<file path="config.mk">
export PLATFORM = sky130hd
export DESIGN_NAME = cache_aq_sys
export DESIGN_NICKNAME = d
export VERILOG_FILES = /design/src/cache_req_pkg.sv /design/src/aq_pkg.sv /design/src/aq_fifo.sv /design/src/aq_select.sv /design/src/cache_aq_sys.sv
export SDC_FILE = /design/constraint.sdc
export NUM_CORES = 2
export LEC_CHECK = 0
export ABC_AREA = 1
export BUFFER_PORTS_ARGS = -buffer_cell sky130_fd_sc_hd__buf_2
export CAP_MARGIN = 20
export CORE_AREA = 2 2 599 601
export CTS_BUF_LIST = sky130_fd_sc_hd__clkbuf_8
export DETAILED_ROUTE_END_ITERATION = 16
export DIE_AREA = 0 0 601 603
export HOLD_SLACK_MARGIN = 0.02
export PLACE_DENSITY_LB_ADDON = 0.15
export SYNTH_ARGS = -nofsm -noshare
export SYNTH_HDL_FRONTEND = slang
export SYNTH_HIERARCHICAL = 1
export SYNTH_SLANG_ARGS = --single-unit
</file>
<file path="constraint.sdc">
create_clock -name clk -period 46.7 [get_ports clk]
set_input_delay 4.67 -clock clk [delete_from_list [all_inputs] [get_ports clk]]
set_output_delay 4.67 -clock clk [all_outputs]
set_load 0.05 [all_outputs]
</file>
<file path="src/cache_req_pkg.sv">
package cache_req_pkg;

    localparam int PADDR_W = 15;
    localparam int LINE_W  = 128;
    localparam int PTCID_W = 7;

    // physical line address of one bank.
    typedef logic [PADDR_W-1:0] paddr_t;
    typedef logic [1:0]         size_t;
    // the byte mask uses the same type, one mask bit per data bit.
    typedef logic [LINE_W-1:0]  line_t;
    typedef logic [PTCID_W-1:0] ptcid_t;

    typedef struct packed {
        logic       valid_e;
        logic       valid_o;
        paddr_t     paddr_e;
        paddr_t     paddr_o;
        size_t      size_e;
        size_t      size_o;
        ptcid_t     ptcid;
        logic       odd_is_greater;
        logic       need_p1;
        logic [2:0] onesize;
        logic       pcd;
    } rd_req_t;

    // same fields as rd_req_t, plus the line data and mask of each bank.
    typedef struct packed {
        logic       valid_e;
        logic       valid_o;
        paddr_t     paddr_e;
        paddr_t     paddr_o;
        line_t      data_e;
        line_t      data_o;
        size_t      size_e;
        size_t      size_o;
        line_t      mask_e;
        line_t      mask_o;
        ptcid_t     ptcid;
        logic       odd_is_greater;
        logic       need_p1;
        logic [2:0] onesize;
        logic       pcd;
    } wr_req_t;

endpackage

</file>
<file path="src/aq_pkg.sv">
package aq_pkg;

    // entries per access queue.
    localparam int AQ_DEPTH = 4;
    localparam int AQ_PTR_W = 2;

    // bit positions in the one-hot source tag.
    localparam int SRC_RD  = 0;
    localparam int SRC_SW  = 1;
    localparam int SRC_WB  = 2;
    localparam int SRC_BUS = 3;

endpackage

</file>
<file path="src/aq_fifo.sv">
module aq_fifo #(
    parameter type payload_t = logic
) (
    input  logic     clk,
    input  logic     rst_i,
    input  logic     write_i,
    input  logic     read_i,
    input  payload_t data_i,
    output payload_t data_o,
    output logic     empty_o,
    output logic     full_o
);

    import aq_pkg::*;

    payload_t            mem [AQ_DEPTH];
    logic [AQ_PTR_W-1:0] wr_ptr;
    logic [AQ_PTR_W-1:0] rd_ptr;
    logic [AQ_PTR_W:0]   count;
    logic                do_write;
    logic                do_read;

    assign empty_o  = (count == '0);
    assign full_o   = (count == (AQ_PTR_W + 1)'(AQ_DEPTH));
    // a write to a full queue is dropped.
    assign do_write = write_i && !full_o;
    assign do_read  = read_i && !empty_o;

    // head entry is always presented.
    assign data_o = mem[rd_ptr];

    always_ff @(posedge clk) begin
        if (do_write) begin
            mem[wr_ptr] <= data_i;
        end
    end

    always_ff @(posedge clk) begin
        if (rst_i) begin
            wr_ptr <= '0;
            rd_ptr <= '0;
            count  <= '0;
        end else begin
            if (do_write) begin
                wr_ptr <= wr_ptr + 1'b1;
            end
            if (do_read) begin
                rd_ptr <= rd_ptr + 1'b1;
            end
            case ({do_write, do_read})
                2'b10:   count <= count + 1'b1;
                2'b01:   count <= count - 1'b1;
                default: count <= count;
            endcase
        end
    end

    // the producer must honour the full flag.
    assert property (@(posedge clk) disable iff (rst_i)
        !(write_i && full_o))
    else $error("aq_fifo: write while full");

    // the selector must not pop an empty queue.
    assert property (@(posedge clk) disable iff (rst_i)
        !(read_i && empty_o))
    else $error("aq_fifo: read while empty");

    assert property (@(posedge clk) disable iff (rst_i)
        count <= (AQ_PTR_W + 1)'(AQ_DEPTH))
    else $error("aq_fifo: count above depth");

endmodule

</file>
<file path="src/aq_select.sv">
module aq_select (
    input  cache_req_pkg::rd_req_t rd_head_i,
    input  cache_req_pkg::rd_req_t sw_head_i,
    input  cache_req_pkg::wr_req_t wb_head_i,
    input  logic                   rd_empty_i,
    input  logic                   sw_empty_i,
    input  logic                   wb_empty_i,
    input  logic                   bus_isempty_i,
    input  logic                   bus_pcd_i,
    input  logic                   bus_valid_e_i,
    input  logic                   bus_valid_o_i,
    input  cache_req_pkg::paddr_t  bus_paddr_e_i,
    input  cache_req_pkg::paddr_t  bus_paddr_o_i,
    input  cache_req_pkg::line_t   bus_data_e_i,
    input  cache_req_pkg::line_t   bus_data_o_i,
    input  logic                   read_i,
    output logic                   rd_pop_o,
    output logic                   sw_pop_o,
    output logic                   wb_pop_o,
    output cache_req_pkg::wr_req_t req_o,
    output logic [3:0]             src_o
);

    import cache_req_pkg::*;
    import aq_pkg::*;

    wr_req_t bus_req;

    // read and store requests carry no data and no mask.
    function automatic wr_req_t widen(input rd_req_t req);
        wr_req_t w;
        w                = '0;
        w.valid_e        = req.valid_e;
        w.valid_o        = req.valid_o;
        w.paddr_e        = req.paddr_e;
        w.paddr_o        = req.paddr_o;
        w.size_e         = req.size_e;
        w.size_o         = req.size_o;
        w.ptcid          = req.ptcid;
        w.odd_is_greater = req.odd_is_greater;
        w.need_p1        = req.need_p1;
        w.onesize        = req.onesize;
        w.pcd            = req.pcd;
        return w;
    endfunction

    // a fill writes whole lines, so the mask is all ones.
    always_comb begin
        bus_req         = '0;
        bus_req.valid_e = bus_valid_e_i;
        bus_req.valid_o = bus_valid_o_i;
        bus_req.paddr_e = bus_paddr_e_i;
        bus_req.paddr_o = bus_paddr_o_i;
        bus_req.data_e  = bus_data_e_i;
        bus_req.data_o  = bus_data_o_i;
        bus_req.mask_e  = '1;
        bus_req.mask_o  = '1;
        bus_req.pcd     = bus_pcd_i;
    end

    // fixed priority: bus, wb, sw, then rd as the idle default.
    always_comb begin
        src_o = '0;
        if (!bus_isempty_i) begin
            src_o[SRC_BUS] = 1'b1;
            req_o          = bus_req;
        end else if (!wb_empty_i) begin
            src_o[SRC_WB] = 1'b1;
            req_o         = wb_head_i;
        end else if (!sw_empty_i) begin
            src_o[SRC_SW] = 1'b1;
            req_o         = widen(sw_head_i);
        end else begin
            src_o[SRC_RD] = 1'b1;
            req_o         = widen(rd_head_i);
        end
    end

    // the bus controller retires its own fill, so no pop for it.
    assign wb_pop_o = read_i && src_o[SRC_WB];
    assign sw_pop_o = read_i && src_o[SRC_SW];
    // nothing to pop when the idle default is showing.
    assign rd_pop_o = read_i && src_o[SRC_RD] && !rd_empty_i;

    always_comb begin
        assert final ($onehot(src_o))
        else $error("aq_select: source tag not one-hot");
        assert final ($onehot0({rd_pop_o, sw_pop_o, wb_pop_o}))
        else $error("aq_select: more than one queue popped");
    end

endmodule

</file>
<file path="src/cache_aq_sys.sv">
module cache_aq_sys (
    input  logic                  clk,
    input  logic                  rst_i,
    input  logic                  read_i,
    input  logic                  rd_write_i,
    input  logic                  sw_write_i,
    input  logic                  wb_write_i,
    input  cache_req_pkg::paddr_t rd_paddr_e_i, rd_paddr_o_i,
    input  cache_req_pkg::paddr_t sw_paddr_e_i, sw_paddr_o_i,
    input  cache_req_pkg::paddr_t wb_paddr_e_i, wb_paddr_o_i,
    input  cache_req_pkg::paddr_t bus_paddr_e_i, bus_paddr_o_i,
    input  cache_req_pkg::line_t  wb_data_e_i, wb_data_o_i,
    input  cache_req_pkg::line_t  bus_data_e_i, bus_data_o_i,
    input  cache_req_pkg::line_t  wb_mask_e_i, wb_mask_o_i,
    input  cache_req_pkg::size_t  rd_size_e_i, rd_size_o_i,
    input  cache_req_pkg::size_t  sw_size_e_i, sw_size_o_i,
    input  cache_req_pkg::size_t  wb_size_e_i, wb_size_o_i,
    input  logic                  rd_valid_e_i, rd_valid_o_i,
    input  logic                  sw_valid_e_i, sw_valid_o_i,
    input  logic                  wb_valid_e_i, wb_valid_o_i,
    input  logic                  bus_valid_e_i, bus_valid_o_i,
    input  cache_req_pkg::ptcid_t rd_ptcid_i, sw_ptcid_i, wb_ptcid_i,
    input  logic                  rd_odd_is_greater_i, sw_odd_is_greater_i, wb_odd_is_greater_i,
    input  logic                  rd_need_p1_i, sw_need_p1_i, wb_need_p1_i,
    input  logic [2:0]            rd_onesize_i, sw_onesize_i, wb_onesize_i,
    input  logic                  rd_pcd_i, sw_pcd_i, wb_pcd_i, bus_pcd_i,
    input  logic                  bus_isempty_i,
    output cache_req_pkg::paddr_t paddr_e_o, paddr_o_o,
    output cache_req_pkg::line_t  data_e_o, data_o_o,
    output cache_req_pkg::size_t  size_e_o, size_o_o,
    output logic                  valid_e_o, valid_o_o,
    output cache_req_pkg::line_t  mask_e_o, mask_o_o,
    output cache_req_pkg::ptcid_t ptcid_o,
    output logic                  odd_is_greater_o,
    output logic                  need_p1_o,
    output logic [2:0]            onesize_o,
    output logic                  pcd_o,
    output logic                  r_o, sw_o, w_o, from_bus_o,
    output logic                  aq_isempty_o,
    output logic                  rdaq_isfull_o, swaq_isfull_o, wbaq_isfull_o
);

    import cache_req_pkg::*;
    import aq_pkg::*;

    rd_req_t    rd_in, sw_in, rd_head, sw_head;
    wr_req_t    wb_in, wb_head, sel_req;
    logic       rd_empty, sw_empty, wb_empty;
    logic       rd_pop, sw_pop, wb_pop;
    logic [3:0] src;

    assign rd_in = '{valid_e: rd_valid_e_i, valid_o: rd_valid_o_i,
                     paddr_e: rd_paddr_e_i, paddr_o: rd_paddr_o_i,
                     size_e: rd_size_e_i, size_o: rd_size_o_i, ptcid: rd_ptcid_i,
                     odd_is_greater: rd_odd_is_greater_i, need_p1: rd_need_p1_i,
                     onesize: rd_onesize_i, pcd: rd_pcd_i};

    assign sw_in = '{valid_e: sw_valid_e_i, valid_o: sw_valid_o_i,
                     paddr_e: sw_paddr_e_i, paddr_o: sw_paddr_o_i,
                     size_e: sw_size_e_i, size_o: sw_size_o_i, ptcid: sw_ptcid_i,
                     odd_is_greater: sw_odd_is_greater_i, need_p1: sw_need_p1_i,
                     onesize: sw_onesize_i, pcd: sw_pcd_i};

    assign wb_in = '{valid_e: wb_valid_e_i, valid_o: wb_valid_o_i,
                     paddr_e: wb_paddr_e_i, paddr_o: wb_paddr_o_i,
                     data_e: wb_data_e_i, data_o: wb_data_o_i,
                     size_e: wb_size_e_i, size_o: wb_size_o_i,
                     mask_e: wb_mask_e_i, mask_o: wb_mask_o_i, ptcid: wb_ptcid_i,
                     odd_is_greater: wb_odd_is_greater_i, need_p1: wb_need_p1_i,
                     onesize: wb_onesize_i, pcd: wb_pcd_i};

    aq_fifo #(.payload_t(rd_req_t)) rd_aq (
        .clk(clk), .rst_i(rst_i), .write_i(rd_write_i), .read_i(rd_pop),
        .data_i(rd_in), .data_o(rd_head), .empty_o(rd_empty), .full_o(rdaq_isfull_o)
    );

    aq_fifo #(.payload_t(rd_req_t)) sw_aq (
        .clk(clk), .rst_i(rst_i), .write_i(sw_write_i), .read_i(sw_pop),
        .data_i(sw_in), .data_o(sw_head), .empty_o(sw_empty), .full_o(swaq_isfull_o)
    );

    aq_fifo #(.payload_t(wr_req_t)) wb_aq (
        .clk(clk), .rst_i(rst_i), .write_i(wb_write_i), .read_i(wb_pop),
        .data_i(wb_in), .data_o(wb_head), .empty_o(wb_empty), .full_o(wbaq_isfull_o)
    );

    aq_select sel (
        .rd_head_i(rd_head), .sw_head_i(sw_head), .wb_head_i(wb_head),
        .rd_empty_i(rd_empty), .sw_empty_i(sw_empty), .wb_empty_i(wb_empty),
        .bus_isempty_i(bus_isempty_i), .bus_pcd_i(bus_pcd_i),
        .bus_valid_e_i(bus_valid_e_i), .bus_valid_o_i(bus_valid_o_i),
        .bus_paddr_e_i(bus_paddr_e_i), .bus_paddr_o_i(bus_paddr_o_i),
        .bus_data_e_i(bus_data_e_i), .bus_data_o_i(bus_data_o_i),
        .read_i(read_i),
        .rd_pop_o(rd_pop), .sw_pop_o(sw_pop), .wb_pop_o(wb_pop),
        .req_o(sel_req), .src_o(src)
    );

    assign valid_e_o        = sel_req.valid_e;
    assign valid_o_o        = sel_req.valid_o;
    assign paddr_e_o        = sel_req.paddr_e;
    assign paddr_o_o        = sel_req.paddr_o;
    assign data_e_o         = sel_req.data_e;
    assign data_o_o         = sel_req.data_o;
    assign size_e_o         = sel_req.size_e;
    assign size_o_o         = sel_req.size_o;
    assign mask_e_o         = sel_req.mask_e;
    assign mask_o_o         = sel_req.mask_o;
    assign ptcid_o          = sel_req.ptcid;
    assign odd_is_greater_o = sel_req.odd_is_greater;
    assign need_p1_o        = sel_req.need_p1;
    assign onesize_o        = sel_req.onesize;
    assign pcd_o            = sel_req.pcd;

    assign r_o        = src[SRC_RD];
    assign sw_o       = src[SRC_SW];
    assign w_o        = src[SRC_WB];
    assign from_bus_o = src[SRC_BUS];

    // idle only when no queue and no bus fill holds a request.
    assign aq_isempty_o = bus_isempty_i && wb_empty && sw_empty && rd_empty;

endmodule

</file>
# Yosys cells after proc, flatten, opt, wreduce, memory -nomap -nowiden
# Memory sizes are Yosys's and may differ from the RTL's. A register that Yosys moved wholly into a read port is not among the register bits.
# Cells that the tools add are included.
# totals
inputBits	955
n_memories	3
out_inout_bits	569
register_bits	21
elab_cells	82
mem_bits_rw	2636
# classes
addsub	12
eq_ne	9
n_mux	24
n_reduce_logical	25
# memory_table
memory	depth	word_bits	rd	rd_clocked_by_memory_dff	wr	line_no	text
wb_aq.mem	4	561	1	1	1	aq_fifo.sv:16	payload_t mem [AQ_DEPTH];
rd_aq.mem	4	49	1	1	1	aq_fifo.sv:16	
sw_aq.mem	4	49	1	1	1	aq_fifo.sv:16	
# ops
op	count
561-bit 2-to-1 mux	3
3-bit case mux with 2 select lines	3
2-bit 2-to-1 mux	7
1-bit logical AND	13
2-bit by 1-bit adder with 2-bit output, second input constant	6
1-bit 2-to-1 mux	10
3-bit by 1-bit adder with 3-bit output, second input constant	3
3-bit equality test, second input constant	3
3-bit logical NOT	3
3-bit by 1-bit subtractor with 3-bit output, second input constant	3
2-bit by 1-bit equality test with 1-bit output, second input constant	3
2-bit equality test, second input constant	3
1-bit logical NOT	6
2-bit nonzero test	3
3-bit 2-to-1 mux	1

# Longest topological paths before layout
# depth
ltp_word	9
depth_mapped	20
mapped_depth_nobuf	18

# Hierarchy
# Netlist, hierarchy kept.
# modules_own_cells
module	seq_area_each_um2	instances	area_per_inst_um2	cells_per_inst
aq_fifo at wb_aq	67564.8	1	82893.3	5494
aq_fifo at rd_aq ...	6065.8	2	7743.7	544
aq_select	0.0	1	7075.5	1778
cache_aq_sys	0.0	1	11.3	3

# Worst setup path after synthesis
# No wires, ideal clock.
# synth_timing
kind	input -> register
startpoint	input port wb_write_i
endpoint	memory wb_aq/mem[0][0] (netlist bit), enable pin
required_time_ns	45.198
t_arrival_ns	28.009
setup_time_ns	1.502
stages	2
path_slack_ns	17.189
path_buffers	0
cell_sequence	nand2_1 -> nor2_1
# synth_via
elab_chain_len	3
# synth_lines
item	line_no	text
start: declaration	cache_aq_sys.sv:7	input logic wb_write_i,
1-bit logical AND	aq_fifo.sv:26	assign do_write = write_i && !full_o;
1-bit 2-to-1 mux	aq_fifo.sv:33	if (do_write) begin
1-bit 2-to-1 mux (implied by the code)	aq_fifo.sv:34	mem[wr_ptr] <= data_i;
end: declaration	aq_fifo.sv:16	
# No other way between the ends.

# Final worst setup path
# layout_timing
startpoint	input port bus_isempty_i
endpoint	output port mask_e_o[123]
# layout_via
elab_chain_len	1
# layout_lines
item	line_no	text
start: declaration	cache_aq_sys.sv:27	input logic bus_isempty_i,
561-bit 2-to-1 mux	aq_select.sv:64	if (!bus_isempty_i) begin
end: declaration	cache_aq_sys.sv:32	output cache_req_pkg::line_t mask_e_o, mask_o_o,
# No other way between the ends.

==> results.tsv <==
metric	value	unit
ctsHoldBuffers	0	
p_per_area	44.01	nW/um^2
cp_data_arrival_time	8520	ps
critPathRequiredTime	42030	ps
finalClockSkew	79.25	ps
yosys_warnings	6	
core	355400	sq um
wire_per_inst	25.88	um
grt_pass1_vias	71120	
slowest_delay	750	ps
rsz0062_at_grt	no	
status	complete, no violations	
nets	10850	
relSlewSlack	0.1848	
grt_max_degree	188	
dpl.hpwl	255000	um
netlist_instances	8363	
syn_area	105500	sq um
yosysMostFrequentCell	edfxtp_1	
ys_types	25	
period_share	0.2824	
clock_sinks	2663	
htree_levels	5	
gp_congestion	0.9007	
start_kind	input port	
synth_top_area_frac	0.7505	
fin_crit	13190	ps
finalSetupViolCount	0	
clk_pin_slew	60	ps
viasPerCell	4.910	
grt_use_total	0.2059	
ff2ff_path_depth	8	
critPathSlowestCell	buf_4	
worstSetupPathType	in -> out	
finalWirelength	390200	um
die_w	601	um
drc	0	
post-route-util	0.3536	
finalMaxSlewViolations	0	
endpoint_kind	primary output	
cts-root-buf	clkbuf_8	
cellLeakagePower	46.38	nW
syn2layout_area_growth	19.16	%
clockBufferDepth	4	
syn_nets	9336	
max_freq	0.07582	GHz
drive_above_1_share	0.2150	
peakVddDrop	0.02643	mV
cts_tree	done	
synth_top_flop_cell	edfxtp_1	
cap_violations	0	
yosysTopAreaCell	edfxtp_1	
antenna_found_initial	349	
synth_area_leaders	edfxtp_1 75%, o21ai_0 5.8%, nand2_1 5.2%, nor2_1 5.1%, o22ai_1 3.9%	
cts_resized	0	
drt_iter0_markers	6117	
ant_nets	0	
rows	219	
cpMostUsedCell	buf_4	
cp_max_fo	102	
finalSetupTns	0	ps
max_slew.worst_pin.slew	1223	ps
synth_edf_count	2636	
first_pass_iters	5	
synth_seq_cells	2663	
fp.dieArea	362400	sq um
path_cells	buf_8, buf_4, buf_4, buf_4, buf_4, buf_4, nand2_1, buf_2	
overflow	0	
clkLatencyLatePin	1110	ps
cts_setup_buffers	0	
hold_path_depth	2	
ys_seq_area_frac	0.7556	
die_h	603	um
async_flop_share	0	
num_vias	74020	
top_level_ports	1524	
holdCritPathClass	reg -> reg	
syn_area_per_cell	12.61	sq um
hold_violations	0	
grt_pass1_wl	540400	um
numCtsBuffers	451	
start_util	0.2968	
portBuffers	1523	
netlist_top_cells_count	2636 x edfxtp_1, 1474 x nand2_1, 1433 x nor2_1	
==> through the flow <==
step	hold WS [ps]	total power [mW]	cell area [sq um]	worst slack, ps	cells
finish	487.0	5.532	125700	33510	15080
global route	524.2	5.755	125600	33230	15030
CTS	488.7	5.610	125400	33540	14990
detailed placement	480.0	3.687	117300	33540	14170
global placement	480.7	3.681	117300	33760	14170
floorplan	458.9	3.420	105500	17190	8363
==> critical path: cells and delay by family <==
kind / cells / cell delay, ps
and+or+nand+nor: 1 / 140
buffers and inverters: 7 / 3380
==> sequential cells by signal, indices dropped and copies added, names as in the netlist, named ones only <==
register	count
wb_aq/rd_ptr	2
rd_aq/wr_ptr	2
sw_aq/mem	196
rd_aq/rd_ptr	2
sw_aq/count	3
rd_aq/mem	196
sw_aq/wr_ptr	2
rd_aq/count	3
wb_aq/count	3
wb_aq/mem	2244
sw_aq/rd_ptr	2
wb_aq/wr_ptr	2
==> final timing paths <==
path / from / end / slack [ps]
max: bus_isempty_i / mask_e_o[123] / 33510
min: wb_aq/rd_ptr[1]$_SDFFE_PP0P_ / register / 490
max reg2reg: wb_aq/count[1]$_SDFFE_PP0P_ / wb_aq/mem[3][291]$_DFFE_PP_ / 41540
min reg2reg: wb_aq/rd_ptr[1]$_SDFFE_PP0P_ / register / 490
==> final cells by class <==
cell class	count	area, sq um
clock buffers	453	6235
multi-input cells	5039	22690
clock inverters	366	1866
fillers	35280	229700
diodes	86	215.2
inverters	83	364.1
well taps	4751	5944
flip-flops and latches	2663	79710
repair buffers	1634	8653
==> where the power goes <==
part / leakage [nW] / switching [mW] / total [mW] / internal [mW]
Clock: 4.73 / 0.960 / 1.91 / 0.945
Sequential: 24.4 / 0.0224 / 2.77 / 2.74
Combinational: 17.2 / 0.689 / 0.860 / 0.171
Total: 46.4 / 1.67 / 5.53 / 3.86
==> logic make-up after synthesis <==
logic type | share of synthesized area
fa+ha+maj | 0.002349
simple gates | 0.1090
buf+inv | 0.03026
flops | 0.7556
compound gates | 0.1027
==> routing by layer <==
layer,vias to the layer above,track usage,part of all wire
li1,33440,-,-
met1,36700,0.2564,0.41
met2,2757,0.3534,0.49
met3,994,0.04750,0.066
met4,134,0.06406,0.032
met5,-,0,0.0022
==> layout by cell type, fill, tap and decap left out, types with 23 or more instances in the layout <==
cell / count
edfxtp_1: 2636
buf_2: 1522
nand2_1: 1474
nor2_1: 1421
o21ai_0: 1214
o22ai_1: 656
clkbuf_8: 453
inv_1: 232
clkinv_1: 125
o21ai_1: 112
nand3_1: 109
buf_4: 96
diode_2: 86
clkinv_2: 49
dfxtp_1: 23
Note: power is estimated with default switching activity, not from simulation.
